--- src/common/cnn_pkg.sv ---
`default_nettype none

package cnn_pkg;

  localparam int KERNEL_DIM  = 5;
  localparam int KERNEL_TAPS = KERNEL_DIM * KERNEL_DIM;
  localparam int NUM_CH      = 8;   // output channels, one PE each
  localparam int WIN_ROWS    = 6;
  localparam int WIN_COLS    = 8;
  localparam int ACT_WORDS   = 12;  // 48 window bytes, 4 per word
  localparam int WGT_WORDS   = 50;  // 200 weight bytes
  localparam int RES_WORDS   = 4;
  localparam int POOL_SIZE   = 4;   // tiles in one 2x2 pooling group
  localparam int QUANT_SHIFT = 8;

  typedef logic [31:0]        word_t;  // byte 4k sits in the top byte of word k
  typedef logic [31:0]        addr_t;
  typedef logic [7:0]         act_t;
  typedef logic signed [7:0]  wgt_t;
  typedef logic signed [31:0] acc_t;

  typedef struct packed {
    logic       en;
    logic [3:0] we;
    addr_t      addr;
    word_t      wdata;
  } bram_req_t;

  // cache write strobes, one cycle behind the bram address
  typedef struct packed {
    logic       act_wr;
    logic       wgt_wr;
    logic [5:0] idx;
  } fill_t;

  typedef struct packed {
    logic       valid;
    logic       group;  // which pair of tile columns
    logic [1:0] tile;
  } tile_req_t;

  typedef struct packed {
    logic                     valid;
    act_t [KERNEL_TAPS-1:0]   px;
  } patch_t;

  typedef struct packed {
    logic valid;
    act_t q;
  } pe_res_t;

  typedef enum logic [2:0] {
    IDLE,
    LOAD,
    TILE,
    DRAIN,
    POOL,
    WRITE,
    DONE
  } ctrl_state_t;

endpackage

`default_nettype wire

--- src/cache/weight_cache.sv ---
`timescale 1ns/1ps
`default_nettype none

module weight_cache (
  input  logic                                                      clk,
  input  logic                                                      rst,
  input  cnn_pkg::fill_t                                            i_fill,
  input  cnn_pkg::word_t                                            i_rdata,
  output cnn_pkg::wgt_t [cnn_pkg::NUM_CH*cnn_pkg::KERNEL_TAPS-1:0]  o_weights
);

  logic [7:0] base;

  assign base = {i_fill.idx, 2'b00};  // byte offset of this word

  // channel n owns bytes 25n .. 25n+24
  always_ff @(posedge clk or posedge rst) begin
    if (rst) begin
      o_weights <= '0;
    end else if (i_fill.wgt_wr) begin
      for (int b = 0; b < 4; b++) begin
        o_weights[base + b] <= i_rdata[31-8*b -: 8];
      end
    end
  end

endmodule

`default_nettype wire

--- config.mk ---
export PLATFORM = sky130hd
export DESIGN_NAME = weight_cache
export DESIGN_NICKNAME = d
export VERILOG_FILES = /design/src/common/cnn_pkg.sv /design/src/cache/weight_cache.sv
export SDC_FILE = /design/constraint.sdc
export NUM_CORES = 2
export LEC_CHECK = 0
export BUFFER_PORTS_ARGS = -buffer_cell sky130_fd_sc_hd__buf_2
export CORE_AREA = 4 4 636 638
export CTS_CLUSTER_SIZE = 14
export DETAILED_ROUTE_END_ITERATION = 10
export DIE_AREA = 0 0 640 642
export PLACE_DENSITY_LB_ADDON = 0.1
export SYNTH_ARGS = -nofsm -noshare
export SYNTH_HDL_FRONTEND = slang
export SYNTH_SLANG_ARGS = --single-unit
--- constraint.sdc ---
create_clock -name clk -period 63.8 [get_ports clk]
set_input_delay 9.57 -clock clk [delete_from_list [all_inputs] [get_ports clk]]
set_output_delay 9.57 -clock clk [all_outputs]
set_load 0.03 [all_outputs]
==> impl_metrics.yaml <==
run_status:
  status: "finished, final reports clean"
setup_path:
  end_kind: "asynchronous set/reset pin"
  crit_top_cell: "buf_4"
  slowest_stage: "buf_4"
  crit_chain: "buf_2 -> inv_8 -> buf_4 -> buf_4 -> buf_4 -> buf_12 -> buf_4 -> buf_4 -> buf_4"
  worst_path_dominant_cell_family: "buffers and inverters"
  path_buf_inv: 9
  cp_data_arrival_time_ps: 15170
  worst-path-max-fanout: 121
  cpPeakStageDelay_ps: 800
  start_kind: "primary input"
  cp.required_ps: 64720
  criticalPathCategory: "in2async"
  reg2reg_depth: 1
  worstSetupPathDepth: 9
layout:
  fin_nets: 5258
  drive_gt1_frac: 0.682
  largest_register_ffs: 1600
  syn2layout_area_growth_pct: 35.5
  fill_cells: 43052
  top_regs: "o_weights (1600)"
  regMostFlops: "o_weights"
floorplan:
  core_area_mm2: 0.399
  die_area_mm2: 0.411
  io_pins: 1642
  die_x_um: 640
  initial_core_util: 0.150
  die_y_um: 642
  num_rows: 232
clock_tree:
  cts.sinks: 1600
  ctsRootBufferMaster: "clkbuf_16"
  clkTransAtPathRegs_ps: 50
  cts_made_buffers: 205
  clockBufferDepth: 4
  cts_tree: "yes"
  cts.hold.buffers_added: 0
  ctsResizeCount: 0
  clock_latency_ps: 880
  post-cts-setup-buffer-count: 0
  htreeDepth: 4
synthesis:
  seq_area_frac_synth: 0.670
  yosys.area_share.simple: 0.00649
  synth-xor-area-share: 0
  synth_mux_area_frac: 0.301
  synth_edf_count: 0
  synth_adder_area_share: 0
  netlist_instances: 3586
  yosysWarnings: 0
  synth_ff_type: "dfrtp_1"
  synth_top_family_by_area: "multiplexers"
  synth_cell_types: 24
  syn-num-nets: 3628
  ys_ff_latch: 1600
  syn_area_per_cell_um2: 16.7
  async_flop_share: 1.00
  synth_area_mm2: 0.0598
  synth-compound-area-share: 0
run:
  drv_cap: 0
timing:
  tightest_slew_ps: 1120
  setup-violations-final: 0
  fin_crit_ps: 14240
  skew_ps: 0
  hold_viol: 0
  setup_slack_ps: 49560
  fin_crit_sh: 0.223
  drv_slew: 0
  fmax_mhz: 70.2
  whs_ps: 474
  rsz0062_at_grt: "false"
  slew_headroom: 0.250
  final.setup.tns_ps: 0
global_route:
  first_global_vias: 40416
  gr-usage-all-layers: 0.158
  antenna_found_initial: 62
  grt_overflow_total: 0
  grt_max_degree: 122
  grt_pass1_wl_um: 432000
detailed_routing:
  wl_um: 335000
  drtAntennaViolNets: 0
  route.detailed.drc: 0
  via_per_inst: 3.61
  num_vias: 38423
  drt_iter0_drc: 1696
  drtPass1Iterations: 5
  wire_per_inst_um: 31.5
placed_design:
  gp_congestion: 0.730
  place.port_buffers: 1640
  place_hpwl_um: 231000
  place_ws_ps: 48240
power_and_ir_drop:
  power_leakage_nw: 41.7
  ir_drop_mv: 0.0230
  pwr_density_cell_mw_per_mm2: 38.1
min_path:
  holdPathStages: 1
  hp-class: "reg2reg"
## area by class of cell
cell class                 count  area, um^2  area share
sequential                  1600       40000       0.494
multi-input combinational   1670       18700       0.231
timing repair buffer        1738        9040       0.112
tap                         5265        6590      0.0814
clock buffer                 319        6070      0.0750
clock inverter                41         483     0.00596
antenna                       17        42.5    0.000525
inverter                       1        11.3    0.000139
## path summary, 6_finish.rpt
kind,slack [ps],end,startpoint
max,49560,o_weights[1183],rst
min,470,o_weights[500],o_weights[500]
max reg2reg,62880,o_weights[1211],o_weights[1211]
min reg2reg,470,o_weights[500],o_weights[500]
max in group clk,51880,o_weights[1137],i_fill[2]
min in group asynchronous,8820,o_weights[713],rst
## report_power, final
| group | switching (mW) | total (mW) | internal, mW |
|---|---|---|---|
| Sequential | 0.0631 | 1.21 | 1.15 |
| Clock | 0.482 | 1.16 | 0.679 |
| Combinational | 0.518 | 0.710 | 0.192 |
## stage by stage
stage                     instances  area, um^2  utilization  power [mW]
after floorplan                3586       59800            -        1.65
after global placement        10274       74400        0.187        1.96
after detailed placement      10274       74400        0.187        1.96
after CTS                     10634       80900        0.203        3.16
after global routing          10639       80900        0.203        3.22
final                         10651       81000        0.203        3.08
## cells in the mapped netlist, drive strengths merged (2+ instances only)
| library cell | n | area (um^2) |
|---|---|---|
| mux2 | 1600 | 18000 |
| nand2 | 24 | 90.1 |
| and4bb | 3 | 37.5 |
| and4b | 2 | 20.0 |
| nor3b | 3 | 22.5 |
| dfrtp | 1600 | 40000 |
| buf | 153 | 722 |
| and3b | 2 | 17.5 |
| nand4b | 3 | 26.3 |
| nor2 | 24 | 100 |
| clkbuf | 162 | 609 |
| or3b | 3 | 26.3 |
| nand3b | 2 | 15.0 |
## routing by layer
metal / global-route usage / part of all wire
met3: 0.0479 / 0.075
met2: 0.286 / 0.52
met5: 0 / 0
met4: 0.0462 / 0.032
met1: 0.176 / 0.38
## kinds of logic after synthesis
| group | Yosys count |
|---|---|
| flops | 1600 |
| mux | 1600 |
| buf+inv | 316 |
| simple gates | 70 |
## cell usage in the layout (no fill, tap or decap), types with 3 or more instances in the layout
master,instances
buf_2,1610
mux2_1,29
diode_2,17
bufinv_16,7
clkbuf_8,43
clkinv_2,23
clkinvlp_4,3
clkbuf_1,67
nand2_2,15
mux2_2,1571
nor3b_1,3
nor2_4,24
clkbuf_16,209
buf_4,126
dfrtp_1,1600
nand2_4,9
and4bb_2,3
nand4b_1,3
Power figures use the tool's default switching activity.
