==> config.mk <==
export PLATFORM = sky130hd
export DESIGN_NAME = conv_pe
export DESIGN_NICKNAME = d
export VERILOG_FILES = /design/src/common/cnn_pkg.sv /design/src/pe/conv_pe.sv
export SDC_FILE = /design/constraint.sdc
export NUM_CORES = 2
export LEC_CHECK = 0
export BUFFER_PORTS_ARGS = -buffer_cell sky130_fd_sc_hd__clkbuf_2
export CORE_UTILIZATION = 40
export DETAILED_ROUTE_END_ITERATION = 12
export PLACE_DENSITY = 0.59
export RECOVER_POWER = 50
export SETUP_SLACK_MARGIN = 0.3
export SYNTH_ARGS = -nofsm -noshare
export SYNTH_HDL_FRONTEND = slang
export SYNTH_SLANG_ARGS = --single-unit
==> constraint.sdc <==
create_clock -name clk -period 1.2 [get_ports clk]
set_input_delay 0.12 -clock clk [delete_from_list [all_inputs] [get_ports clk]]
set_output_delay 0.12 -clock clk [all_outputs]
set_load 0.05 [all_outputs]
==> src/common/cnn_pkg.sv <==
`default_nettype none

package cnn_pkg;

  localparam int KERNEL_DIM  = 5;
  localparam int KERNEL_TAPS = KERNEL_DIM * KERNEL_DIM;
  localparam int NUM_CH      = 8;   // output channels, one PE each
  localparam int WIN_ROWS    = 6;
  localparam int WIN_COLS    = 8;
  localparam int ACT_WORDS   = 12;  // 48 window bytes, 4 per word
  localparam int WGT_WORDS   = 50;  // 200 weight bytes
  localparam int RES_WORDS   = 4;
  localparam int POOL_SIZE   = 4;   // tiles in one 2x2 pooling group
  localparam int QUANT_SHIFT = 8;

  typedef logic [31:0]        word_t;  // byte 4k sits in the top byte of word k
  typedef logic [31:0]        addr_t;
  typedef logic [7:0]         act_t;
  typedef logic signed [7:0]  wgt_t;
  typedef logic signed [31:0] acc_t;

  typedef struct packed {
    logic       en;
    logic [3:0] we;
    addr_t      addr;
    word_t      wdata;
  } bram_req_t;

  // cache write strobes, one cycle behind the bram address
  typedef struct packed {
    logic       act_wr;
    logic       wgt_wr;
    logic [5:0] idx;
  } fill_t;

  typedef struct packed {
    logic       valid;
    logic       group;  // which pair of tile columns
    logic [1:0] tile;
  } tile_req_t;

  typedef struct packed {
    logic                     valid;
    act_t [KERNEL_TAPS-1:0]   px;
  } patch_t;

  typedef struct packed {
    logic valid;
    act_t q;
  } pe_res_t;

  typedef enum logic [2:0] {
    IDLE,
    LOAD,
    TILE,
    DRAIN,
    POOL,
    WRITE,
    DONE
  } ctrl_state_t;

endpackage

`default_nettype wire

==> src/pe/conv_pe.sv <==
`timescale 1ns/1ps
`default_nettype none

module conv_pe (
  input  logic                                     clk,
  input  logic                                     rst,
  input  cnn_pkg::patch_t                          i_patch,
  input  cnn_pkg::wgt_t [cnn_pkg::KERNEL_TAPS-1:0] i_kernel,
  output cnn_pkg::pe_res_t                         o_res
);

  cnn_pkg::acc_t sum;
  cnn_pkg::acc_t shifted;
  cnn_pkg::act_t q;
  logic          res_vld;
  cnn_pkg::act_t res_q;

  always_comb begin
    sum = '0;
    for (int t = 0; t < cnn_pkg::KERNEL_TAPS; t++) begin
      sum = sum + $signed({1'b0, i_patch.px[t]}) * $signed(i_kernel[t]);  // unsigned act
    end
  end

  // relu, then quantize and saturate to a byte
  always_comb begin
    shifted = sum >>> cnn_pkg::QUANT_SHIFT;
    if (sum[31]) begin
      q = '0;
    end else if (|shifted[31:8]) begin
      q = 8'hff;
    end else begin
      q = shifted[7:0];
    end
  end

  always_ff @(posedge clk or posedge rst) begin
    if (rst) begin
      res_vld <= 1'b0;
    end else begin
      res_vld <= i_patch.valid;
    end
  end

  always_ff @(posedge clk) begin
    if (i_patch.valid) res_q <= q;
  end

  assign o_res.valid = res_vld;
  assign o_res.q     = res_q;

endmodule

`default_nettype wire

==> results by group <==
CTS
  • CTS tree: done
  • Root buf cell: clkbuf_16
  • Total CTS buffers: 3
  • H-tree Lvls: 1
  • CTS clk-pin slew, worst paths: 0.04 ns
  • CTS sink count: 9
  • Maximum clock insertion buffer count: 2

Worst hold path
  • WHS Path Cells: 1
  • Min-Delay Path Class: in2reg

Route
  • DR WL/cell: 20.4 um
  • 1st-pass router iterations: 6
  • Vias per inst: 4.68
  • Detail Route Antenna Nets: 0
  • DRT iter0 DRCs: 1944
  • Remaining DRCs: 0
  • Via count: 43800
  • Total routed wirelength: 191 mm

STA
  • Max Freq: 105 MHz
  • RSZ-0062 raised after global routing: true
  • Relative slew slack: 0.660
  • Fin. Hold Viols: 0
  • Worst-Margin Slew: 0.504 ns
  • Final setup fails: 8
  • Post-layout worst setup margin: -8.33 ns
  • Clock period minus worst slack: 9.53 ns
  • Fin Setup TNS: -66.61 ns
  • Final Max Slew Viols: 0
  • Tcrit/Tclk final: 7.95

Critical path
  • CP max-delay cell: fa_1
  • Maximum fanout along the worst path: 8
  • Crit path DAT: 9.50 ns
  • Critical Path End: res_q[4]
  • Crit path top cell by count: fa_1
  • CP Launch Point: i_kernel[44]
  • CP Data Required Time: 1.16 ns
  • Worst Setup End Kind: register
  • Max incr delay on CP: 0.62 ns
  • CP startpoint kind: input pin
  • Kind of critical path: in2reg

Synth
  • Synth Area per Inst: 9.76 sq um
  • Mapped Nets: 9127
  • Post-synth top cells: inv_1, fa_1, and2_1, ha_1, nand2_1
  • Top cell type's share of synthesized area: 0.553
  • Synth warn: 0
  • Ys flop type: edfxtp_1
  • Post-Syn Area: 61000 sq um
  • EDFF count, synth: 8
  • Asr flop ratio synth: 0.111
  • Synth cell types: 62
  • Mapped Cells: 6254
  • Cell with the most instances after synthesis: inv_1
  • Yosys top cell by area: fa_1
  • Ranking of synthesized cells by area: fa_1, ha_1, inv_1, and2_1, nand2_1
  • Seq cells post-synth: 9
  • Seq/Total Area, Yosys: 0.00435

Run
  • Max Cap Viol: 0

Layout
  • Final nets: 10200
  • Area occupied by multi-input gates: 54000 sq um
  • Layout cells sized above 1: 0.182
  • Layout area overhead: 17.6%
  • Total area of sequential cells: 265 sq um
  • Post-Layout Cell Count: 9366
  • Final Cell Area: 71800 sq um
  • Total of fill cells in the finished design: 14700

Outcome
  • Status: finished with violations
  • Violated checks: negative setup slack

Die
  • Die W: 393 um
  • Boundary pin count: 412
  • Row cnt: 142
  • Initial Utilization: 0.405
  • Die footprint: 154000 sq um
  • Die Span Y: 393 um
  • Core area: 151000 sq um

Global routing
  • Pin count of the biggest net entering global routing: 14
  • Gr usage total: 0.256
  • Vias in the first global route: 49800
  • Initial antenna violation count: 25
  • Overflow after GRT: 0
  • First-pass GRT wire length: 295 mm

Placement
  • Detailed placer's ending HPWL: 183 mm
  • Placed cell count: 9345
  • Pre-CTS WS: -8.90 ns
  • RePlAce Congestion: 0.984
  • IO Port Bufs: 411
  • Post-DP Area: 70700 sq um
==> state kept, by name, indices dropped and copies added (netlist names) <==
register,cells
res_q,8
res_vld,1
==> cell families after synthesis <==
group           count (synthesis)  synth area share
fa+ha+maj                    2470             0.714
buf+inv                      1975             0.122
simple gates                 1683             0.146
compound gates                 97            0.0110
xor+xnor                       17           0.00244
flops                           9           0.00435
mux                             3          0.000492
==> worst max-delay path: cells and delay by family <==
kind | cells | cell delay [ns]
AO/OA/AOI/OAI | 4 | 0.83
AND/OR/NAND/NOR | 5 | 0.93
buffers and inverters | 7 | 0.62
adder cells (fa/ha/maj) | 14 | 6.98
==> worst min-delay path by stage <==
stage	slack, ns	to	start
global placement	-0.06	res_vld	rst
CTS	0.18	res_vld	i_patch[200]
detailed placement	-0.06	res_vld	rst
global route	0.27	res_vld	rst
finish	0.24	res_vld	i_patch[200]
floorplan	-0.15	res_vld	rst
==> placed cells by master (no fill, tap or decap), types with 5 or more instances in the layout <==
master       n
o21ai_0      9
buf_8       10
diode_2     11
nor3_1       5
a21o_1       7
fa_1      1588
clkinv_1     6
nor2b_1     26
ha_4        10
inv_1     1904
buf_4      679
nand2b_1    54
clkbuf_4     6
nand2_1    503
fa_2        98
nand2_2      5
a21oi_1     26
edfxtp_1     8
ha_1       773
buf_6       14
inv_2       47
and2_1     885
and2_4      30
nand3_1      8
a31oi_1     11
buf_2       11
clkbuf_2   364
xnor2_1     14
nor2_1     132
a31o_2       5
==> cell type report <==
type | count | share of cell area
antenna | 11 | 0.000384
clock buffer | 4 | 0.00110
inverter | 1961 | 0.103
multi-input combinational | 4270 | 0.752
sequential | 9 | 0.00370
tap | 2016 | 0.0351
timing repair buffer | 1095 | 0.105
==> per-layer routing <==
layer,GRT usage,up-vias,routed length (um)
met4,0.0586,24,5270
li1,-,20000,-
met2,0.465,1022,98600
met5,0,-,152
met1,0.328,22600,77900
met3,0.0241,210,8750
==> stage by stage <==
step | utilization | hold slack, ns
after floorplan | - | -0.151
after global placement | 0.469 | -0.0645
after detailed placement | 0.469 | -0.0625
after CTS | 0.473 | 0.176
after global routing | 0.476 | 0.268
final | 0.476 | 0.240
==> timing repair <==
item | CTS | global route
hold buffers | 1 | 0
endpoints found under the setup margin | 17 | 17
pin swaps | 51 | 168
gates resized for setup | 107 | 218
buffers inserted | 3 | 2
hold endpoints to repair | 1 | 0
Power is left out: the tool's default activity adds up to more than one toggle a clock period on the data nets, which glitch-free logic cannot reach.
