--- src/common/cnn_pkg.sv ---
`default_nettype none

package cnn_pkg;

  localparam int KERNEL_DIM  = 5;
  localparam int KERNEL_TAPS = KERNEL_DIM * KERNEL_DIM;
  localparam int NUM_CH      = 8;   // output channels, one PE each
  localparam int WIN_ROWS    = 6;
  localparam int WIN_COLS    = 8;
  localparam int ACT_WORDS   = 12;  // 48 window bytes, 4 per word
  localparam int WGT_WORDS   = 50;  // 200 weight bytes
  localparam int RES_WORDS   = 4;
  localparam int POOL_SIZE   = 4;   // tiles in one 2x2 pooling group
  localparam int QUANT_SHIFT = 8;

  typedef logic [31:0]        word_t;  // byte 4k sits in the top byte of word k
  typedef logic [31:0]        addr_t;
  typedef logic [7:0]         act_t;
  typedef logic signed [7:0]  wgt_t;
  typedef logic signed [31:0] acc_t;

  typedef struct packed {
    logic       en;
    logic [3:0] we;
    addr_t      addr;
    word_t      wdata;
  } bram_req_t;

  // cache write strobes, one cycle behind the bram address
  typedef struct packed {
    logic       act_wr;
    logic       wgt_wr;
    logic [5:0] idx;
  } fill_t;

  typedef struct packed {
    logic       valid;
    logic       group;  // which pair of tile columns
    logic [1:0] tile;
  } tile_req_t;

  typedef struct packed {
    logic                     valid;
    act_t [KERNEL_TAPS-1:0]   px;
  } patch_t;

  typedef struct packed {
    logic valid;
    act_t q;
  } pe_res_t;

  typedef enum logic [2:0] {
    IDLE,
    LOAD,
    TILE,
    DRAIN,
    POOL,
    WRITE,
    DONE
  } ctrl_state_t;

endpackage

`default_nettype wire

--- src/cache/act_cache.sv ---
`timescale 1ns/1ps
`default_nettype none

module act_cache (
  input  logic                clk,
  input  logic                rst,
  input  cnn_pkg::fill_t      i_fill,
  input  cnn_pkg::word_t      i_rdata,
  input  cnn_pkg::tile_req_t  i_tile,
  output cnn_pkg::patch_t     o_patch
);

  cnn_pkg::act_t win [cnn_pkg::WIN_ROWS*cnn_pkg::WIN_COLS];  // row major, 8 per row
  cnn_pkg::act_t [cnn_pkg::KERNEL_TAPS-1:0] patch_px;
  logic       patch_vld;
  logic [5:0] base;
  logic       row_off;
  logic [1:0] col_off;

  assign base    = {i_fill.idx[3:0], 2'b00};
  assign row_off = i_tile.tile[1];
  assign col_off = {i_tile.group, i_tile.tile[0]};  // group 1 shifts two columns

  always_ff @(posedge clk) begin
    if (i_fill.act_wr) begin
      for (int b = 0; b < 4; b++) begin
        win[base + b] <= i_rdata[31-8*b -: 8];
      end
    end
  end

  always_ff @(posedge clk) begin
    if (i_tile.valid) begin
      for (int r = 0; r < cnn_pkg::KERNEL_DIM; r++) begin
        for (int c = 0; c < cnn_pkg::KERNEL_DIM; c++) begin
          patch_px[r*cnn_pkg::KERNEL_DIM + c] <= win[(r + row_off)*cnn_pkg::WIN_COLS + c + col_off];
        end
      end
    end
  end

  always_ff @(posedge clk or posedge rst) begin
    if (rst) begin
      patch_vld <= 1'b0;
    end else begin
      patch_vld <= i_tile.valid;
    end
  end

  assign o_patch.valid = patch_vld;
  assign o_patch.px    = patch_px;

  a_fill_idx: assert property (@(posedge clk) disable iff (rst)
    i_fill.act_wr |-> i_fill.idx < 6'(cnn_pkg::ACT_WORDS));

endmodule

`default_nettype wire

--- config.mk ---
export PLATFORM = sky130hd
export DESIGN_NAME = act_cache
export DESIGN_NICKNAME = d
export VERILOG_FILES = /design/src/common/cnn_pkg.sv /design/src/cache/act_cache.sv
export SDC_FILE = /design/constraint.sdc
export NUM_CORES = 1
export LEC_CHECK = 0
export BUFFER_PORTS_ARGS = -buffer_cell sky130_fd_sc_hd__buf_2
export CORE_MARGIN = 3
export CORE_UTILIZATION = 45
export CTS_CLUSTER_SIZE = 12
export DETAILED_ROUTE_END_ITERATION = 7
export GPL_ROUTABILITY_DRIVEN = 0
export SLEW_MARGIN = 5
export SYNTH_ARGS = -nofsm -noshare
export SYNTH_HDL_FRONTEND = slang
export SYNTH_SLANG_ARGS = --single-unit
--- constraint.sdc ---
create_clock -name clk -period 1.52 [get_ports clk]
set_input_delay 0.228 -clock clk [delete_from_list [all_inputs] [get_ports clk]]
set_output_delay 0.228 -clock clk [all_outputs]
set_load 0.02 [all_outputs]
==> results_dict.tcl <==
set metrics [dict create \
    critPathMaxFanout 3 \
    grt_pass1_wl_um 109000 \
    fp.dieH_um 255 \
    tightestPinTransition_ps 450 \
    rrSetupSlack_ps 7 \
    ant_nets 0 \
    antenna_cells 0 \
    pre_cts_slack_ps -559 \
    synth_common_cells "edfxtp_1 (584), mux2i_1 (360), mux4_2 (200), nand2_1 (179), buf_2 (38)" \
    max_stage_delay_ps 550 \
    status "complete, no violations" \
    synth-edff-count 584 \
    synth_flop_cell "edfxtp_1" \
    synth.most_common_cell "edfxtp_1" \
    synth_top_family_by_area "multiplexers" \
    synth_top_cells_by_area "edfxtp_1 (63%), mux4_2 (16%), mux2i_1 (13%)" \
    grt_pass1_vias 16366 \
    dieArea_um2 65200 \
    r2r-start "win[20][6]" \
    synthesis.nets 1606 \
    async_flop_share_pct 0.171 \
    setup.worst_path.end_class "register" \
    sw_frac_of_total_pct 24.0 \
    setup_viol_count_final 0 \
    clk_pin_slew_ps 60 \
    fin_crit_ps 1510 \
    htree_levels 3 \
    antenna_found_initial 3 \
    cts-root-buf "clkbuf_16" \
    intPower_mw 30.4 \
    vias 16207 \
    endpoint "o_patch[78]" \
    tritoncts "done" \
    cts_buffer_depth 3 \
    synthAdderAreaFrac_pct 0.0895 \
    power_density_nw_per_um2 1180 \
    core_region_area_um2 60900 \
    min_period_over_period_pct 99.5 \
    rsz0062_at_grt "yes" \
    min_path_type "in -> reg" \
    synth_mux_area_share_pct 31.4 \
    drv_cap 0 \
    leakage_nw 12.7 \
    combPwrFrac_pct 13.2 \
    synth-seq-cells 585 \
    cp_cell_sequence "mux4_2, mux2_2" \
    critPathKind "reg -> reg" \
    grt_use_total_pct 22.4 \
    maxSlewHeadroom_pct 70.0 \
    syn_inst 1558 \
    hold_violations 0 \
    slew_viol_final 0 \
    synth_cell_types 26 \
    die_w_um 255 \
    finClkSkew_ps 22.9 \
    ios 247 \
    p_switching_mw 9.60 \
    port_buffers 243 \
    worst-path-buf-inv 0 \
    max_freq_mhz 661 \
    grt_max_degree 55 \
    dp_hpwl_um 52300 \
    syn_area_um2 28000 \
    power_frac_clock_pct 39.5 \
    syn_area_per_cell_um2 18.0 \
    holdPathStages 1 \
    cts.sinks 585 \
    synth_top_area_share_pct 62.7 \
    cp-start-kind "register" \
    startpoint "win[20][6]" \
    synth_compound_area_share_pct 0.573 \
    syn_to_final_growth_pct 21.2 \
    synth-simple-area-share_pct 2.82 \
    drt-vias-per-instance 5.79 \
    num_rows 90 \
    setup_ws_ps 7.02 \
    critical-path-top-delay-family "multiplexers" \
    synth_top_area_cell "edfxtp_1" \
    crit_path_top_delay_cell "mux4_2" \
    cp.required_ps 1860 \
    r2r_cells 2 \
    reg2reg_to "o_patch[78]" \
    cp.depth 2 \
    drc 0 \
    crit_arrival_ps 1860 \
    dr.pass1.iters 5 \
    ys_warn_count 0 \
    grt_overflow_total 0 \
    synth-seq-area-share_pct 62.8 \
    vdd_ir_drop_max_v 0.000789 \
    synth_xor_area_share_pct 0 \
    first_iter_violations 1460 \
    final_cell_area_um2 33900 \
    drt-wirelength-per-cell_um 26.4 \
    place_area_um2 31700 \
    wirelength_um 73800 \
    drive_gt1_share_pct 38.2 \
    nNetsFinal 1971 \
    cts_buffers 67 \
    power_frac_seq_pct 47.3 \
    floorplan.initialDensity_pct 45.9 \
    worstSkewPairLatency_ps 600 \
]
flip-flops by register name, indices dropped and copies added, names as in the netlist:
| register | count |
|---|---|
| patch_vld | 1 |
| win | 384 |
| o_patch | 200 |
how the worst min path moves through the flow:
stage,start,to,slack (ps)
6_report,i_rdata[5],win[47][5],30
3_3_place_gp,rst,patch_vld,60
2_1_floorplan,rst,patch_vld,-40
3_5_place_dp,rst,patch_vld,60
5_1_grt,i_rdata[5],win[39][5],20
4_1_cts,i_rdata[5],win[3][5],5
timing repair:
action | 4_1_cts | 5_1_grt
resized for setup | 5 | 4
hold endpoints to repair | 8 | 0
setup buffers | 0 | 4
hold buffers | 3 | 0
setup endpoints to repair | 3 | 10
routing by layer:
layer | vias to the layer above | track usage, % | share of wire (%)
met4 | 0 | 5.46 | 1.7
met3 | 81 | 4.00 | 7.2
met2 | 610 | 34.8 | 46
met5 | - | 0 | 0
met1 | 8445 | 33.1 | 45
li1 | 7071 | - | -
placed cells by master, fill, tap and decap left out, types with 17 or more instances in the layout:
master     Yosys  final
buf_12         0     57
buf_2         38    237
buf_4         14    103
clkbuf_1      36     17
clkbuf_16      0     71
edfxtp_1     584    584
mux2_1        24     24
mux2_2        37     37
mux2i_1      360    357
mux4_2       200    200
nand2_1      179    178
o21ai_1       24     24
power by group through the flow:
stage	Sequential (mW)	Combinational (mW)	Clock (mW)
floorplan	19.8	2.61	0
global placement	19.3	5.21	0
detailed placement	19.3	5.26	0
CTS	18.9	5.29	16.1
global route	19.0	5.60	16.8
finish	18.9	5.26	15.8
cell type report:
class / instances / area (um2)
Multi-Input combinational cell: 859 / 9940
Sequential cell: 585 / 17600
Tap cell: 828 / 1040
Fill cell: 4807 / 27000
Inverter: 4 / 27.5
Clock buffer: 88 / 1840
Clock inverter: 28 / 285
Timing Repair Buffer: 406 / 3210
logic make-up after synthesis:
group | count (synthesis)
muxes | 621
buffers and inverters | 114
AOI/OAI and AO/OA | 32
DFF | 585
and+or+nand+nor | 204
adders and majority gates | 2
stage by stage:
step | instances | hold WS (ps) | util, % | power, mW | TNS, ps
5_1_grt | 2798 | 18.7 | 55.6 | 41.4 | -157
6_report | 2798 | 30.2 | 55.6 | 40.0 | 0
2_1_floorplan | 1558 | -43.3 | - | 22.4 | -107710
4_1_cts | 2794 | 4.77 | 55.6 | 40.3 | -13.2
3_5_place_dp | 2675 | 61.8 | 52.0 | 24.5 | -75690
3_3_place_gp | 2675 | 63.1 | 52.0 | 24.5 | -72140
Note: power is estimated with default switching activity, not from simulation.
