## src/common/cnn_pkg.sv

```systemverilog
`default_nettype none

package cnn_pkg;

  localparam int KERNEL_DIM  = 5;
  localparam int KERNEL_TAPS = KERNEL_DIM * KERNEL_DIM;
  localparam int NUM_CH      = 8;   // output channels, one PE each
  localparam int WIN_ROWS    = 6;
  localparam int WIN_COLS    = 8;
  localparam int ACT_WORDS   = 12;  // 48 window bytes, 4 per word
  localparam int WGT_WORDS   = 50;  // 200 weight bytes
  localparam int RES_WORDS   = 4;
  localparam int POOL_SIZE   = 4;   // tiles in one 2x2 pooling group
  localparam int QUANT_SHIFT = 8;

  typedef logic [31:0]        word_t;  // byte 4k sits in the top byte of word k
  typedef logic [31:0]        addr_t;
  typedef logic [7:0]         act_t;
  typedef logic signed [7:0]  wgt_t;
  typedef logic signed [31:0] acc_t;

  typedef struct packed {
    logic       en;
    logic [3:0] we;
    addr_t      addr;
    word_t      wdata;
  } bram_req_t;

  // cache write strobes, one cycle behind the bram address
  typedef struct packed {
    logic       act_wr;
    logic       wgt_wr;
    logic [5:0] idx;
  } fill_t;

  typedef struct packed {
    logic       valid;
    logic       group;  // which pair of tile columns
    logic [1:0] tile;
  } tile_req_t;

  typedef struct packed {
    logic                     valid;
    act_t [KERNEL_TAPS-1:0]   px;
  } patch_t;

  typedef struct packed {
    logic valid;
    act_t q;
  } pe_res_t;

  typedef enum logic [2:0] {
    IDLE,
    LOAD,
    TILE,
    DRAIN,
    POOL,
    WRITE,
    DONE
  } ctrl_state_t;

endpackage

`default_nettype wire

```

## src/pool/max_pool.sv

```systemverilog
`timescale 1ns/1ps
`default_nettype none

module max_pool (
  input  logic                                    clk,
  input  logic                                    rst,
  input  cnn_pkg::pe_res_t [cnn_pkg::NUM_CH-1:0]  i_res,
  input  logic                                    i_take,
  input  logic                                    i_group,
  input  logic [1:0]                              i_word_idx,
  output cnn_pkg::word_t                          o_word
);

  cnn_pkg::act_t hist [cnn_pkg::NUM_CH][cnn_pkg::POOL_SIZE];  // newest in slot 0
  cnn_pkg::act_t ch_max [cnn_pkg::NUM_CH];
  cnn_pkg::act_t res_buf [cnn_pkg::RES_WORDS*4];  // group*8 + channel
  logic          any_vld;

  always_ff @(posedge clk) begin
    for (int ch = 0; ch < cnn_pkg::NUM_CH; ch++) begin
      if (i_res[ch].valid) begin
        hist[ch][0] <= i_res[ch].q;
        for (int k = 1; k < cnn_pkg::POOL_SIZE; k++) begin
          hist[ch][k] <= hist[ch][k-1];
        end
      end
    end
  end

  // max over the four tiles of the 2x2 group
  always_comb begin
    for (int ch = 0; ch < cnn_pkg::NUM_CH; ch++) begin
      ch_max[ch] = hist[ch][0];
      for (int k = 1; k < cnn_pkg::POOL_SIZE; k++) begin
        if (hist[ch][k] > ch_max[ch]) ch_max[ch] = hist[ch][k];
      end
    end
  end

  always_ff @(posedge clk) begin
    if (i_take) begin
      for (int ch = 0; ch < cnn_pkg::NUM_CH; ch++) begin
        res_buf[i_group*cnn_pkg::NUM_CH + ch] <= ch_max[ch];
      end
    end
  end

  always_comb begin
    for (int b = 0; b < 4; b++) begin
      o_word[31-8*b -: 8] = res_buf[4*i_word_idx + b];  // lowest byte index on top
    end
  end

  always_comb begin
    any_vld = 1'b0;
    for (int ch = 0; ch < cnn_pkg::NUM_CH; ch++) begin
      any_vld = any_vld | i_res[ch].valid;
    end
  end

  // the controller must let the pe pipeline drain before pooling
  a_take_idle: assert property (@(posedge clk) disable iff (rst)
    i_take |-> !any_vld);

endmodule

`default_nettype wire
```

## config.mk

```make
export PLATFORM = sky130hd
export DESIGN_NAME = max_pool
export DESIGN_NICKNAME = d
export VERILOG_FILES = /design/src/common/cnn_pkg.sv /design/src/pool/max_pool.sv
export SDC_FILE = /design/constraint.sdc
export NUM_CORES = 1
export LEC_CHECK = 0
export BUFFER_PORTS_ARGS = -buffer_cell sky130_fd_sc_hd__buf_4
export CORE_UTILIZATION = 25
export DETAILED_ROUTE_END_ITERATION = 6
export GPL_TIMING_DRIVEN = 0
export SLEW_MARGIN = 20
export SYNTH_ARGS = -nofsm -noshare
export SYNTH_HDL_FRONTEND = slang
export SYNTH_SLANG_ARGS = --single-unit
```

## constraint.sdc

```tcl
create_clock -name clk -period 4.9 [get_ports clk]
set_input_delay 0.735 -clock clk [delete_from_list [all_inputs] [get_ports clk]]
set_output_delay 0.735 -clock clk [all_outputs]
set_load 0.03 [all_outputs]
```

==> impl_results.html <==
<table>
<tr><th>Metric</th><th>Value</th></tr>
<tr><th colspan="2">Logic synthesis</th></tr>
<tr><td>Mean Syn Cell Area</td><td>13.4 µm²</td></tr>
<tr><td>Most area-consuming cells after synthesis</td><td>sky130_fd_sc_hd__edfxtp_1 56%, sky130_fd_sc_hd__ha_1 11%, sky130_fd_sc_hd__mux4_2 3.5%</td></tr>
<tr><td>Most common cell in the synthesized netlist</td><td>sky130_fd_sc_hd__edfxtp_1</td></tr>
<tr><td>Flop and latch count out of synthesis</td><td>384</td></tr>
<tr><td>Cell variety after synth</td><td>59</td></tr>
<tr><td>Post-synthesis sequential area ratio</td><td>0.559</td></tr>
<tr><td>Area fraction of the dominant cell type after synthesis</td><td>0.559</td></tr>
<tr><td>Share of flip-flops with an asynchronous set or reset after synthesis</td><td>0</td></tr>
<tr><td>Post-Syn Nets</td><td>1808</td></tr>
<tr><td>Warnings from Yosys</td><td>0</td></tr>
<tr><td>Post-synth EDFFs</td><td>384</td></tr>
<tr><td>Top cell type by total area after synthesis</td><td>sky130_fd_sc_hd__edfxtp_1</td></tr>
<tr><td>Primary flip-flop cell chosen by synthesis mapping</td><td>sky130_fd_sc_hd__edfxtp_1</td></tr>
<tr><td>Post-synth top cells</td><td>384 x sky130_fd_sc_hd__edfxtp_1, 189 x sky130_fd_sc_hd__ha_1, 142 x sky130_fd_sc_hd__inv_1</td></tr>
<tr><td>Number of cells produced by synthesis</td><td>1541</td></tr>
<tr><td>Netlist area before placement</td><td>20600 µm²</td></tr>
<tr><th colspan="2">Global routing</th></tr>
<tr><td>Antenna violations before repair</td><td>3</td></tr>
<tr><td>Total congestion overflow</td><td>0</td></tr>
<tr><td>Overall fraction of global-route tracks in use</td><td>0.124</td></tr>
<tr><td>Global-route wire length before repair</td><td>82600 µm</td></tr>
<tr><td>Largest net degree at the start of global routing</td><td>35</td></tr>
<tr><td>Number of global-route vias before repair</td><td>15.5k</td></tr>
<tr><th colspan="2">STA</th></tr>
<tr><td>Post-Route Skew</td><td>23.0 ps</td></tr>
<tr><td>Tcrit/Tclk final</td><td>1.06</td></tr>
<tr><td>Count of pins over their slew limit</td><td>0</td></tr>
<tr><td>Setup Viol. Count Final</td><td>112</td></tr>
<tr><td>Worst Tran Pin Value</td><td>846 ps</td></tr>
<tr><td>Number of hold-slack violations in the final timing report</td><td>0</td></tr>
<tr><td>Worst slew slack as a fraction of its limit</td><td>0.436</td></tr>
<tr><td>Slack of the critical path</td><td>-300 ps</td></tr>
<tr><td>Smallest hold slack</td><td>311 ps</td></tr>
<tr><td>Top achievable clock speed</td><td>192 MHz</td></tr>
<tr><td>Post-layout minimum cycle time</td><td>5200 ps</td></tr>
<tr><td>Final setup TNS</td><td>-16810 ps</td></tr>
<tr><td>RSZ-0062 raised after global routing</td><td>true</td></tr>
<tr><th colspan="2">Place</th></tr>
<tr><td>Port buffer count</td><td>107</td></tr>
<tr><td>Instance area at placement</td><td>23100 µm²</td></tr>
<tr><td>Pre-CTS WS</td><td>-1420 ps</td></tr>
<tr><td>Final RePlAce weighted congestion</td><td>0.812</td></tr>
<tr><td>Cell count after placement</td><td>2722</td></tr>
<tr><td>HPWL Detailed</td><td>33500 µm</td></tr>
<tr><th colspan="2">Pwr</th></tr>
<tr><td>Net switching power</td><td>4820 µW</td></tr>
<tr><td>Total power divided by cell area</td><td>469 nW/µm²</td></tr>
<tr><td>VDD IR-drop max</td><td>0.000252 V</td></tr>
<tr><td>Switching part of the total power</td><td>0.344</td></tr>
<tr><td>Internal cell power</td><td>9170 µW</td></tr>
<tr><td>Leakage power of the design</td><td>0.0115 µW</td></tr>
<tr><td>Relative contribution of the clock network to total power</td><td>0.241</td></tr>
<tr><td>Sequential share of power</td><td>0.316</td></tr>
<tr><td>Combinational cell fraction of total power</td><td>0.444</td></tr>
<tr><th colspan="2">Setup path</th></tr>
<tr><td>Crit-path max FO</td><td>5</td></tr>
<tr><td>Cells on worst reg2reg path</td><td>27</td></tr>
<tr><td>Count of buffering cells on the critical path with inverters included</td><td>5</td></tr>
<tr><td>Critical path required time</td><td>5280 ps</td></tr>
<tr><td>Worst Path Arrival</td><td>5580 ps</td></tr>
<tr><td>Startpoint types</td><td>flop</td></tr>
<tr><td>Cell family with most CP delay</td><td>compound AO/OA/AOI/OAI gates</td></tr>
<tr><td>Launching point of the worst reg2reg path</td><td>hist[0][81]</td></tr>
<tr><td>Critical path endpoint category</td><td>flop</td></tr>
<tr><td>Worst reg-to-reg setup slack</td><td>-300 ps</td></tr>
<tr><td>Crit-path slowest cell</td><td>sky130_fd_sc_hd__edfxtp_1</td></tr>
<tr><td>Slowest Stage Delay on Critical Path</td><td>430 ps</td></tr>
<tr><td>Capture point of the worst reg-to-reg path</td><td>res_buf[10][5]</td></tr>
<tr><td>Most used cell, CP</td><td>sky130_fd_sc_hd__o21a_1</td></tr>
<tr><td>Crit Path Category</td><td>flop to flop</td></tr>
<tr><th colspan="2">Route</th></tr>
<tr><td>Residual DRC count</td><td>0</td></tr>
<tr><td>Violation count after the first detailed-routing iteration</td><td>842</td></tr>
<tr><td>Count of TritonRoute iterations in the first routing pass</td><td>7</td></tr>
<tr><td>Via count</td><td>14.7k</td></tr>
<tr><td>Number of nets with antenna violations after detailed routing</td><td>0</td></tr>
<tr><td>Total Wirelength</td><td>53900 µm</td></tr>
<tr><td>Detailed-route wire length per cell</td><td>17.5 µm</td></tr>
<tr><td>Vias per cell</td><td>4.76</td></tr>
<tr><th colspan="2">Status</th></tr>
<tr><td>Violations in the final reports</td><td>negative setup slack</td></tr>
<tr><td>Outcome</td><td>finished, violations left</td></tr>
<tr><th colspan="2">Floorplanning</th></tr>
<tr><td>Width of the chip</td><td>289 µm</td></tr>
<tr><td>Starting Density</td><td>0.252</td></tr>
<tr><td>I/O pin count</td><td>110</td></tr>
<tr><td>Vertical die dimension</td><td>289 µm</td></tr>
<tr><td>Placeable core region</td><td>81800 µm²</td></tr>
<tr><td>Placement Rows</td><td>105</td></tr>
<tr><td>Die footprint</td><td>83700 µm²</td></tr>
<tr><th colspan="2">Finish</th></tr>
<tr><td>Fin cells</td><td>3076</td></tr>
<tr><td>Post-Layout Inst Area</td><td>29800 µm²</td></tr>
<tr><td>Total area of sequential cells</td><td>11500 µm²</td></tr>
<tr><td>Multi-input logic area</td><td>11300 µm²</td></tr>
<tr><td>Net total in the final layout</td><td>2234</td></tr>
<tr><td>Layout fillers</td><td>7588</td></tr>
<tr><td>P&amp;R area growth vs syn</td><td>44.3%</td></tr>
<tr><td>Share of cells above drive strength 1</td><td>0.469</td></tr>
<tr><th colspan="2">Hold path</th></tr>
<tr><td>Startpoint of the worst hold path</td><td>i_res[49]</td></tr>
<tr><td>Worst-case hold path end point</td><td>hist[1][60]</td></tr>
<tr><td>Depth of the worst hold-timing path</td><td>1</td></tr>
<tr><td>Type of the worst min-delay path</td><td>input port to flop</td></tr>
<tr><th colspan="2">Job</th></tr>
<tr><td>Number of max-capacitance violations reported</td><td>0</td></tr>
<tr><th colspan="2">CTS</th></tr>
<tr><td>Clock latency reported for the late side of the worst-skew pair</td><td>590 ps</td></tr>
<tr><td>TritonCTS clock tree</td><td>yes</td></tr>
<tr><td>TritonCTS sink count</td><td>384</td></tr>
<tr><td>Num CTS Buffers</td><td>49</td></tr>
<tr><td>Clock Pin Slew Worst Setup and Hold Paths</td><td>60 ps</td></tr>
<tr><td>Clock tree root buffer cell</td><td>sky130_fd_sc_hd__clkbuf_16</td></tr>
<tr><td>Number of levels in the clock H-tree</td><td>2</td></tr>
<tr><td>Clk buf depth</td><td>3</td></tr>
</table>
-- area by class of cell --
type | count | area share
plain buffers | 35 | 0.0145
well taps | 1070 | 0.0449
clock inverters | 32 | 0.00798
multi-input cells | 978 | 0.380
inverters | 142 | 0.0179
diodes | 1 | 0.0000840
clock buffers | 57 | 0.0422
repair buffers | 377 | 0.106
flip-flops and latches | 384 | 0.387
-- logic make-up (layout without fill, tap and decap cells) --
family                   after synthesis  after routing  share of synthesized area
adder cells (fa/ha/maj)              189            189                      0.115
AO/OA/AOI/OAI                        383            383                      0.151
AND/OR/NAND/NOR                      317            317                     0.0778
multiplexers                          89             89                     0.0638
flip-flops                           384            384                      0.559
other                                  0              1                          0
buffers and inverters                179            643                     0.0339
-- stage by stage --
step	utilization	total power, µW
floorplan	-	7080
global placement	0.281	8000
detailed placement	0.283	8140
CTS	0.349	13500
global route	0.364	14700
finish	0.364	14000
-- worst max-delay path by stage --
stage,cells after the start,slack [ps],start,endpoint
after floorplan,24,-110,hist[0][81],res_buf[10][0]
after global placement,2,-1430,i_take,res_buf[2][1]
after detailed placement,24,-1420,hist[0][25],res_buf[0][7]
after CTS,26,-170,hist[0][81],res_buf[10][6]
after global routing,29,-530,hist[0][81],res_buf[10][5]
final,27,-300,hist[0][81],res_buf[10][5]
-- power groups by stage --
| stage | logic (µW) | registers [µW] | clock network [µW] |
|---|---|---|---|
| after floorplan | 2690 | 4400 | 0 |
| after global placement | 3550 | 4450 | 0 |
| after CTS | 5570 | 4410 | 3480 |
| after detailed placement | 3670 | 4460 | 0 |
| final | 6210 | 4410 | 3370 |
| after global routing | 6640 | 4450 | 3610 |
-- worst register-to-register path, cell delays in order (launching register included) --
cell	delay, ps
sky130_fd_sc_hd__edfxtp_1	430
sky130_fd_sc_hd__ha_4	300
sky130_fd_sc_hd__nor2b_4	120
sky130_fd_sc_hd__o21a_1	130
sky130_fd_sc_hd__o21a_1	140
sky130_fd_sc_hd__o21ai_2	80
sky130_fd_sc_hd__a221oi_4	320
sky130_fd_sc_hd__buf_6	180
sky130_fd_sc_hd__mux2i_4	260
sky130_fd_sc_hd__ha_4	230
sky130_fd_sc_hd__nor2b_1	120
sky130_fd_sc_hd__o21a_1	160
sky130_fd_sc_hd__o21a_1	180
sky130_fd_sc_hd__o21ai_2	150
sky130_fd_sc_hd__a31o_4	200
sky130_fd_sc_hd__clkbuf_16	150
sky130_fd_sc_hd__buf_4	110
sky130_fd_sc_hd__nor2_2	30
sky130_fd_sc_hd__a21o_1	190
sky130_fd_sc_hd__ha_4	280
sky130_fd_sc_hd__nand3_2	100
sky130_fd_sc_hd__nor2b_4	140
sky130_fd_sc_hd__a21oi_2	140
sky130_fd_sc_hd__a21boi_4	250
sky130_fd_sc_hd__buf_12	140
sky130_fd_sc_hd__buf_12	130
sky130_fd_sc_hd__nor3_2	60
sky130_fd_sc_hd__a221oi_4	290
-- what timing repair did --
action | in CTS | in global routing
gates resized for setup | 412 | 157
hold buffers | 0 | 0
setup buffers | 209 | 54
setup endpoints to repair | 128 | 128
cloned | 10 | 1
pin swaps | 125 | 95
-- cell usage in the layout (no fill, tap or decap), types with 14 or more instances in the layout --
cell type                   instances
sky130_fd_sc_hd__a211oi_2          18
sky130_fd_sc_hd__a21o_1            52
sky130_fd_sc_hd__a21oi_1           25
sky130_fd_sc_hd__a21oi_2           32
sky130_fd_sc_hd__a221oi_4          29
sky130_fd_sc_hd__buf_4            328
sky130_fd_sc_hd__buf_6             42
sky130_fd_sc_hd__clkbuf_16         54
sky130_fd_sc_hd__edfxtp_1         384
sky130_fd_sc_hd__ha_1             152
sky130_fd_sc_hd__ha_4              35
sky130_fd_sc_hd__inv_1            138
sky130_fd_sc_hd__mux2i_4           33
sky130_fd_sc_hd__mux4_2            32
sky130_fd_sc_hd__nand2_1           21
sky130_fd_sc_hd__nand3_1           27
sky130_fd_sc_hd__nand4_1           14
sky130_fd_sc_hd__nor2_1            58
sky130_fd_sc_hd__nor2_2            18
sky130_fd_sc_hd__nor3_1            14
sky130_fd_sc_hd__nor3_2            28
sky130_fd_sc_hd__nor3_4            25
sky130_fd_sc_hd__o211ai_1          16
sky130_fd_sc_hd__o21a_1            41
sky130_fd_sc_hd__o21ai_2           15
sky130_fd_sc_hd__o21ai_4           14
-- sequential cells by signal, summed over array words and instances, names as in the netlist --
signal and cells:
res_buf 128, hist 256
-- layer usage --
| metal | part of all wire | up-vias | wire (µm) | track usage |
|---|---|---|---|---|
| li1 | - | 6884 | - | - |
| met1 | 0.41 | 7275 | 21900 | 0.147 |
| met2 | 0.51 | 336 | 27400 | 0.217 |
| met3 | 0.049 | 153 | 2620 | 0.0254 |
| met4 | 0.037 | 2 | 2010 | 0.0482 |
| met5 | 0.00024 | - | 13 | 0 |
(Power assumes the default switching activity.)
