==> config.mk <==
export PLATFORM = sky130hd
export DESIGN_NAME = cnn_ctrl
export DESIGN_NICKNAME = d
export VERILOG_FILES = /design/src/common/cnn_pkg.sv /design/src/hdl/cnn_ctrl.sv
export SDC_FILE = /design/constraint.sdc
export NUM_CORES = 1
export LEC_CHECK = 0
export ABC_CLOCK_PERIOD_IN_PS = 1550
export BUFFER_PORTS_ARGS = -buffer_cell sky130_fd_sc_hd__clkbuf_2
export CAP_MARGIN = 20
export CORE_AREA = 2 2 101 103
export CTS_CLUSTER_DIAMETER = 150
export DETAILED_ROUTE_END_ITERATION = 8
export DIE_AREA = 0 0 103 105
export PLACE_DENSITY = 0.67
export SLEW_MARGIN = 20
export SYNTH_ARGS = -nofsm -noshare
export SYNTH_HDL_FRONTEND = slang
export SYNTH_SLANG_ARGS = --single-unit
==> constraint.sdc <==
create_clock -name clk -period 1.55 [get_ports clk]
set_clock_uncertainty 0.1 [all_clocks]
set_input_delay 0 -clock clk [delete_from_list [all_inputs] [get_ports clk]]
set_output_delay 0 -clock clk [all_outputs]
set_load 0.01 [all_outputs]
==> src/common/cnn_pkg.sv <==
`default_nettype none

package cnn_pkg;

  localparam int KERNEL_DIM  = 5;
  localparam int KERNEL_TAPS = KERNEL_DIM * KERNEL_DIM;
  localparam int NUM_CH      = 8;   // output channels, one PE each
  localparam int WIN_ROWS    = 6;
  localparam int WIN_COLS    = 8;
  localparam int ACT_WORDS   = 12;  // 48 window bytes, 4 per word
  localparam int WGT_WORDS   = 50;  // 200 weight bytes
  localparam int RES_WORDS   = 4;
  localparam int POOL_SIZE   = 4;   // tiles in one 2x2 pooling group
  localparam int QUANT_SHIFT = 8;

  typedef logic [31:0]        word_t;  // byte 4k sits in the top byte of word k
  typedef logic [31:0]        addr_t;
  typedef logic [7:0]         act_t;
  typedef logic signed [7:0]  wgt_t;
  typedef logic signed [31:0] acc_t;

  typedef struct packed {
    logic       en;
    logic [3:0] we;
    addr_t      addr;
    word_t      wdata;
  } bram_req_t;

  // cache write strobes, one cycle behind the bram address
  typedef struct packed {
    logic       act_wr;
    logic       wgt_wr;
    logic [5:0] idx;
  } fill_t;

  typedef struct packed {
    logic       valid;
    logic       group;  // which pair of tile columns
    logic [1:0] tile;
  } tile_req_t;

  typedef struct packed {
    logic                     valid;
    act_t [KERNEL_TAPS-1:0]   px;
  } patch_t;

  typedef struct packed {
    logic valid;
    act_t q;
  } pe_res_t;

  typedef enum logic [2:0] {
    IDLE,
    LOAD,
    TILE,
    DRAIN,
    POOL,
    WRITE,
    DONE
  } ctrl_state_t;

endpackage

`default_nettype wire

==> src/hdl/cnn_ctrl.sv <==
`timescale 1ns/1ps
`default_nettype none

module cnn_ctrl (
  input  logic                clk,
  input  logic                rst,
  input  logic                i_start,
  input  cnn_pkg::word_t      i_res_word,
  output cnn_pkg::bram_req_t  o_act_req,
  output cnn_pkg::bram_req_t  o_wgt_req,
  output cnn_pkg::bram_req_t  o_res_req,
  output cnn_pkg::fill_t      o_fill,
  output cnn_pkg::tile_req_t  o_tile,
  output logic                o_pool_take,
  output logic                o_pool_group,
  output logic [1:0]          o_res_idx,
  output logic                o_done
);

  cnn_pkg::ctrl_state_t state, state_nxt;
  logic [5:0] cnt;    // cycle within the current phase
  logic       group;
  logic       last;   // final cycle of the phase
  logic       act_rd;
  logic       wgt_rd;
  logic       res_wr;

  always_comb begin
    case (state)
      cnn_pkg::LOAD:  last = (cnt == 6'(cnn_pkg::WGT_WORDS));  // one extra cycle for the last fill
      cnn_pkg::TILE:  last = (cnt == 6'(cnn_pkg::POOL_SIZE - 1));
      cnn_pkg::DRAIN: last = (cnt == 6'd1);  // cache + pe register stages
      cnn_pkg::WRITE: last = (cnt == 6'(cnn_pkg::RES_WORDS - 1));
      default:        last = 1'b1;
    endcase
  end

  always_comb begin
    state_nxt = state;
    case (state)
      cnn_pkg::IDLE:  if (i_start) state_nxt = cnn_pkg::LOAD;
      cnn_pkg::LOAD:  if (last) state_nxt = cnn_pkg::TILE;
      cnn_pkg::TILE:  if (last) state_nxt = cnn_pkg::DRAIN;
      cnn_pkg::DRAIN: if (last) state_nxt = cnn_pkg::POOL;
      cnn_pkg::POOL:  state_nxt = group ? cnn_pkg::WRITE : cnn_pkg::TILE;
      cnn_pkg::WRITE: if (last) state_nxt = cnn_pkg::DONE;
      cnn_pkg::DONE:  state_nxt = cnn_pkg::IDLE;
      default:        state_nxt = cnn_pkg::IDLE;
    endcase
  end

  assign act_rd = (state == cnn_pkg::LOAD) && (cnt < 6'(cnn_pkg::ACT_WORDS));
  assign wgt_rd = (state == cnn_pkg::LOAD) && (cnt < 6'(cnn_pkg::WGT_WORDS));
  assign res_wr = (state == cnn_pkg::WRITE);

  always_ff @(posedge clk or posedge rst) begin
    if (rst) begin
      state  <= cnn_pkg::IDLE;
      cnt    <= '0;
      group  <= 1'b0;
      o_fill <= '0;
    end else begin
      state <= state_nxt;
      cnt   <= last ? '0 : cnt + 6'd1;
      if (state == cnn_pkg::IDLE) begin
        group <= 1'b0;
      end else if (state == cnn_pkg::POOL) begin
        group <= 1'b1;  // second column pair next
      end
      o_fill.act_wr <= act_rd;  // read data lands a cycle later
      o_fill.wgt_wr <= wgt_rd;
      o_fill.idx    <= cnt;
    end
  end

  always_comb begin
    o_act_req       = '0;
    o_act_req.en    = act_rd;
    o_act_req.addr  = cnn_pkg::addr_t'(cnt);
    o_wgt_req       = '0;
    o_wgt_req.en    = wgt_rd;
    o_wgt_req.addr  = cnn_pkg::addr_t'(cnt);
    o_res_req.en    = res_wr;
    o_res_req.we    = {4{res_wr}};
    o_res_req.addr  = cnn_pkg::addr_t'(cnt);
    o_res_req.wdata = i_res_word;
  end

  assign o_tile.valid = (state == cnn_pkg::TILE);
  assign o_tile.group = group;
  assign o_tile.tile  = cnt[1:0];  // 0,1,2,3 -> window tiles 0,1,8,9 order
  assign o_pool_take  = (state == cnn_pkg::POOL);
  assign o_pool_group = group;
  assign o_res_idx    = cnt[1:0];
  assign o_done       = (state == cnn_pkg::DONE);

  // done follows the write of the last result word and drops right away
  a_done_pulse: assert property (@(posedge clk) disable iff (rst)
    o_done |-> $past(o_res_req.en && o_res_req.addr == cnn_pkg::addr_t'(cnn_pkg::RES_WORDS - 1))
    ##1 !o_done);

  a_res_we_en: assert property (@(posedge clk) disable iff (rst)
    (|o_res_req.we) |-> o_res_req.en && o_res_req.addr < cnn_pkg::addr_t'(cnn_pkg::RES_WORDS));

endmodule

`default_nettype wire

==> flow_summary.yaml, run 1 <==
run_status:
  status: "complete, but fails checks"
  violations: "setup timing"
sta:
  slew_viol_final: 0
  period_share_pct: 101
  fmax_mhz: 640
  hold_viol: 0
  worst_pin_slew_ns: 0.698
  finalWorstSetupSlack_ns: -0.0115
  layout_min_cycle_time_ns: 1.56
  setup_viol: 1
  grt_setup_unrepaired: "yes"
  fin_setup_tns_ns: -0.0115
  slew-limit-headroom_pct: 53.4
die:
  ios: 259
  start_util_pct: 24.9
  dieArea_mm2: 0.0108
  dieHeight_um: 105
  die_w_um: 103
  core_area_mm2: 0.00964
  num_rows: 36
logic_synthesis:
  synth_commonest_cells: "buf_4 (206), dfrtp_1 (18), nor2_1 (7)"
  synth_ff_type: "dfrtp_1"
  yosysUniqueCellTypes: 34
  ys_warn_count: 0
  synth_top_area_cell: "buf_4"
  synth_area_per_cell_um2: 8.53
  synth_edf_count: 0
  syn-instance-count: 282
  ys_ff_latch: 18
  synth_top_area_share_pct: 64.3
  yosysSeqAreaShare_pct: 18.7
  yosysMostFrequentCell: "buf_4"
  syn_area_mm2: 0.00240
  yosys-top-cells-area: "buf_4 (64%), dfrtp_1 (19%), nor3_1 (1.2%), clkbuf_8 (1.1%), nor2_1 (1.1%)"
  async_flop_share_pct: 100
place:
  port_buffers: 44
  place_hpwl_um: 2860
  gp_congestion: 0.743
  dp_slack_ns: -0.00695
  place_inst: 413
setup_path:
  crit_path_max_fanout: 3
  critPathKind: "reg2out"
  reg2regPathDepth: 4
  r2r_setup_slack_ns: 0.04
  r2r_start: "state[2]"
  crit_start: "state[2]"
  endpoint: "o_act_req[68]"
  required_ns: 1.45
  rr_endpoint: "state[0]"
  worstPathArrival_ns: 1.46
  endpoint_kind: "primary output"
  start_kind: "flip-flop"
power_and_ir_drop:
  switchingPower_mw: 1.30
  p_int_mw: 1.67
  power_frac_seq_pct: 24.3
  peakVddDrop_mv: 0.527
  leakage_nw: 1.31
  fin_total_pwr_mw: 2.96
  pwr-share-clk_pct: 12.8
  pwr-share-comb_pct: 62.9
  power_density_mw_per_mm2: 1270
  switching_share_pct: 43.7
grt:
  grt_pass1_vias: 1064
  grt_use_total_pct: 5.98
  grt.overflow.total: 0
  grt_pass1_wl_um: 5280
  antenna_found_initial: 0
  grt_max_degree: 19
clock_tree:
  clk_pin_slew_ns: 0.07
  cts_tree: "done"
  htreeDepth: 1
  numCtsBuffers: 3
  clock_sinks: 18
  cts_buffer_depth: 2
  worstSkewPairLatency_ns: 0.25
  cts-root-buf: "clkbuf_8"
min_path:
  hp-class: "in2reg"
final_layout:
  antenna_cells: 0
  area.growth.synth_to_final_pct: -2.86
  final_nets: 359
  stdcell_count: 455
  fin_util_pct: 24.2
  drive_gt1_share_pct: 25.2
drt:
  wl_um: 4020
  post_drt_wl_per_cell_um: 8.84
  first_pass_iters: 4
  drc_errors: 0
  via_per_inst: 3.04
  drtIter0Drc: 14
  ant_nets: 0
  vias: 1383
flow_run:
  cap_violations: 0
==> registers in the layout (all words and copies together), names as in the netlist <==
name and count:
state 3, o_pool_group 1, cnt 6, o_fill 8
==> worst max-delay path, cell delays in order (launching register included) <==
cell,delay [ns]
dfrtp_1,0.40
or3b_4,0.41
a2111oi_4,0.21
buf_2,0.19
==> layer usage <==
| metal | global-route usage (%) | part of all wire [%] |
|---|---|---|
| met5 | 0 | 0 |
| met4 | 2.63 | 2.2 |
| met3 | 1.47 | 12 |
| met2 | 11.1 | 54 |
| met1 | 6.17 | 31 |
==> final cells by class <==
class / count / area, um^2
Multi-Input combinational cell: 201 / 952
Inverter: 2 / 7.51
Timing Repair Buffer: 97 / 701
Tap cell: 133 / 166
Clock buffer: 4 / 55.1
Fill cell: 1086 / 7300
Sequential cell: 18 / 454
==> logic make-up (layout without fill, tap and decap cells) <==
| logic type | Yosys count | after routing | synth area share (%) |
|---|---|---|---|
| buffers and inverters | 212 | 103 | 66.7 |
| and+or+nand+nor | 29 | 29 | 7.08 |
| DFF | 18 | 18 | 18.7 |
| AOI/OAI and AO/OA | 17 | 17 | 5.36 |
| xor gates and xnor gates | 4 | 4 | 1.46 |
| adders and majority gates | 1 | 1 | 0.520 |
| other | 1 | 150 | 0.156 |
==> cell usage in the layout (no fill, tap or decap), types with 2 or more instances in the layout <==
| cell type | count |
|---|---|
| o21ai_0 | 2 |
| a211o_1 | 2 |
| conb_1 | 150 |
| clkbuf_8 | 4 |
| nor2_1 | 6 |
| nand3_1 | 4 |
| a21oi_1 | 3 |
| clkbuf_2 | 42 |
| dlygate4sd3_1 | 33 |
| xor2_1 | 3 |
| nor3b_1 | 2 |
| dfrtp_2 | 3 |
| buf_4 | 20 |
| inv_1 | 2 |
| nor3_1 | 6 |
| dfrtp_1 | 15 |
| buf_2 | 2 |
==> metrics by stage <==
step                hold slack [ns]  cell area [um^2]
global route                  0.205              2340
global placement            -0.0999              1870
CTS                           0.146              2300
detailed placement          -0.0999              1870
floorplan                    -0.161              2960
finish                        0.136              2340
==> timing repair <==
item | CTS | global route
gates resized for setup | 7 | 7
hold endpoints to repair | 50 | 0
gates cloned | 0 | 0
endpoints found under the setup margin | 5 | 14
hold buffers | 33 | 0
pin swaps | 2 | 2
setup buffers | 3 | 2
==> power by group through the flow <==
stage / Combinational [mW] / Clock [mW] / Sequential [mW]
4_1_cts: 1.78 / 0.389 / 0.721
6_report: 1.86 / 0.380 / 0.720
3_3_place_gp: 1.54 / 0 / 0.743
2_1_floorplan: 1.55 / 0 / 0.826
3_5_place_dp: 1.56 / 0 / 0.746
5_1_grt: 2.07 / 0.404 / 0.742
==> worst min path at each step <==
stage,startpoint,end,slack (ns),cells after the start
3_3_place_gp,i_res_word[2],o_res_req[2],-0.1,0
2_1_floorplan,rst,cnt[0],-0.16,1
4_1_cts,i_start,state[0],0.15,5
5_1_grt,i_start,state[0],0.21,5
3_5_place_dp,i_res_word[2],o_res_req[2],-0.1,0
6_report,i_start,state[0],0.14,5
No activity file was read; power rests on OpenSTA's default activity.
==> run 2, diff against run 1 <==
--- a/config.mk
+++ b/config.mk
@@ -13,6 +13,8 @@
 export DETAILED_ROUTE_END_ITERATION = 8
 export DIE_AREA = 0 0 103 105
 export PLACE_DENSITY = 0.67
+export RECOVER_POWER = 25
+export SKIP_CTS_REPAIR_TIMING = 1
 export SLEW_MARGIN = 20
 export SYNTH_ARGS = -nofsm -noshare
 export SYNTH_HDL_FRONTEND = slang
==> flow_summary.yaml, run 2 (same netlist as run 1, synthesis figures left out) <==
run_status:
  status: "complete, but fails checks"
  violations: "setup timing"
power_and_ir_drop:
  fin_total_pwr_mw: 2.92
  power_density_mw_per_mm2: 1250
  leakage_nw: 1.31
  peakVddDrop_mv: 0.482
min_path:
  holdCritStartpoint: "i_start"
  hold_depth: 5
  hold_end: "state[0]"
  hp-class: "in2reg"
final_layout:
  largest_reg_flops: 8
  layout_common_cells: "conb_1 (150), clkbuf_2 (42), dlygate4sd3_1 (33), buf_4 (20), dfrtp_1 (15)"
  largest-register: "o_fill"
  final_common_cell: "conb_1"
  reg_top3: "o_fill (8), cnt (6), state (3)"
  stdcell_count: 455
  fin_util_pct: 24.2
  final_area_mm2: 0.00233
  area.growth.synth_to_final_pct: -2.97
  antenna_cells: 0
  drive_gt1_share_pct: 24.8
  final_nets: 359
clock_tree:
  numCtsBuffers: 3
  clock_sinks: 18
  htreeDepth: 1
  worstSkewPairLatency_ns: 0.25
  cts_tree: "done"
  cts_buffer_depth: 2
  cts-root-buf: "clkbuf_8"
  clk_pin_slew_ns: 0.07
place:
  port_buffers: 44
  placed_cell_area_mm2: 0.00187
  dp_slack_ns: -0.00695
  gp_congestion: 0.743
  place_hpwl_um: 2860
  place_inst: 413
sta:
  slew-limit-headroom_pct: 54.2
  worst_pin_slew_ns: 0.687
  fmax_mhz: 632
  layout_min_cycle_time_ns: 1.58
  period_share_pct: 102
  finalWorstSetupSlack_ns: -0.0332
  hold_viol: 0
  fin_setup_tns_ns: -0.0407
  grt_setup_unrepaired: "yes"
  fin_hold_ws_ns: 0.142
  setup_viol: 3
  slew_viol_final: 0
die:
  start_util_pct: 24.9
  core_area_mm2: 0.00964
  dieHeight_um: 105
  dieArea_mm2: 0.0108
  num_rows: 36
  die_w_um: 103
  ios: 259
drt:
  drc_errors: 0
  post_drt_wl_per_cell_um: 8.68
  vias: 1375
  drtIter0Drc: 13
  ant_nets: 0
  first_pass_iters: 5
  via_per_inst: 3.02
  wl_um: 3950
grt:
  grt.overflow.total: 0
  antenna_found_initial: 0
  grt_max_degree: 19
  grt_use_total_pct: 5.17
  grt_pass1_vias: 863
  grt_pass1_wl_um: 4400
setup_path:
  endpoint_kind: "primary output"
  critPathTopFamily: "simple AND/OR/NAND/NOR gates"
  worst-path-buf-inv: 1
  cp_slowest_stage_delay_ns: 0.44
  worstPathArrival_ns: 1.48
  r2r_start: "state[2]"
  r2r_setup_slack_ns: 0
  crit_path_max_fanout: 3
  worstPathCellList: "or3b_4, a2111oi_4, buf_2"
  required_ns: 1.45
  crit_slowest_cell: "or3b_4"
  start_kind: "flip-flop"
  critPathKind: "reg2out"
  rr_endpoint: "state[1]"
  reg2regPathDepth: 4
flow_run:
  cap_violations: 0
run 2: metal layers:
layer	vias up	share of wire, %	GRT usage, %
li1	615	-	-
met1	622	33	4.83
met2	132	54	7.93
met3	6	12	2.68
met4	0	1.4	4.79
met5	-	0	0
run 2: worst max path at each step:
stage / start / end / slack [ns] / depth (start not counted)
4_1_cts: state[2] / o_act_req[68] / -0.28 / 3
5_1_grt: state[2] / o_act_req[68] / -0.11 / 3
6_report: state[2] / o_act_req[68] / -0.03 / 3
3_3_place_gp: state[2] / state[0] / 0.03 / 4
2_1_floorplan: cnt[0] / state[0] / 0.04 / 4
3_5_place_dp: state[2] / state[0] / -0.007 / 4
run 2: cell type report:
class | instances | area [um^2]
well taps | 133 | 166
clock buffers | 4 | 55.1
fillers | 1076 | 7310
flip-flops and latches | 18 | 454
multi-input cells | 201 | 950
repair buffers | 97 | 701
inverters | 2 | 7.51
run 2: where the power goes:
part	leakage [nW]	internal, mW	switching, mW
sequential	0.228	0.627	0.111
combinational	1.06	0.791	1.02
clock	0.0288	0.225	0.150
run 2: tightest hold or removal path: stages:
cell	delay, ns
clkbuf_2	0.08
nor3_1	0.13
a21oi_1	0.06
nor2_1	0.12
a211oi_1	0.06
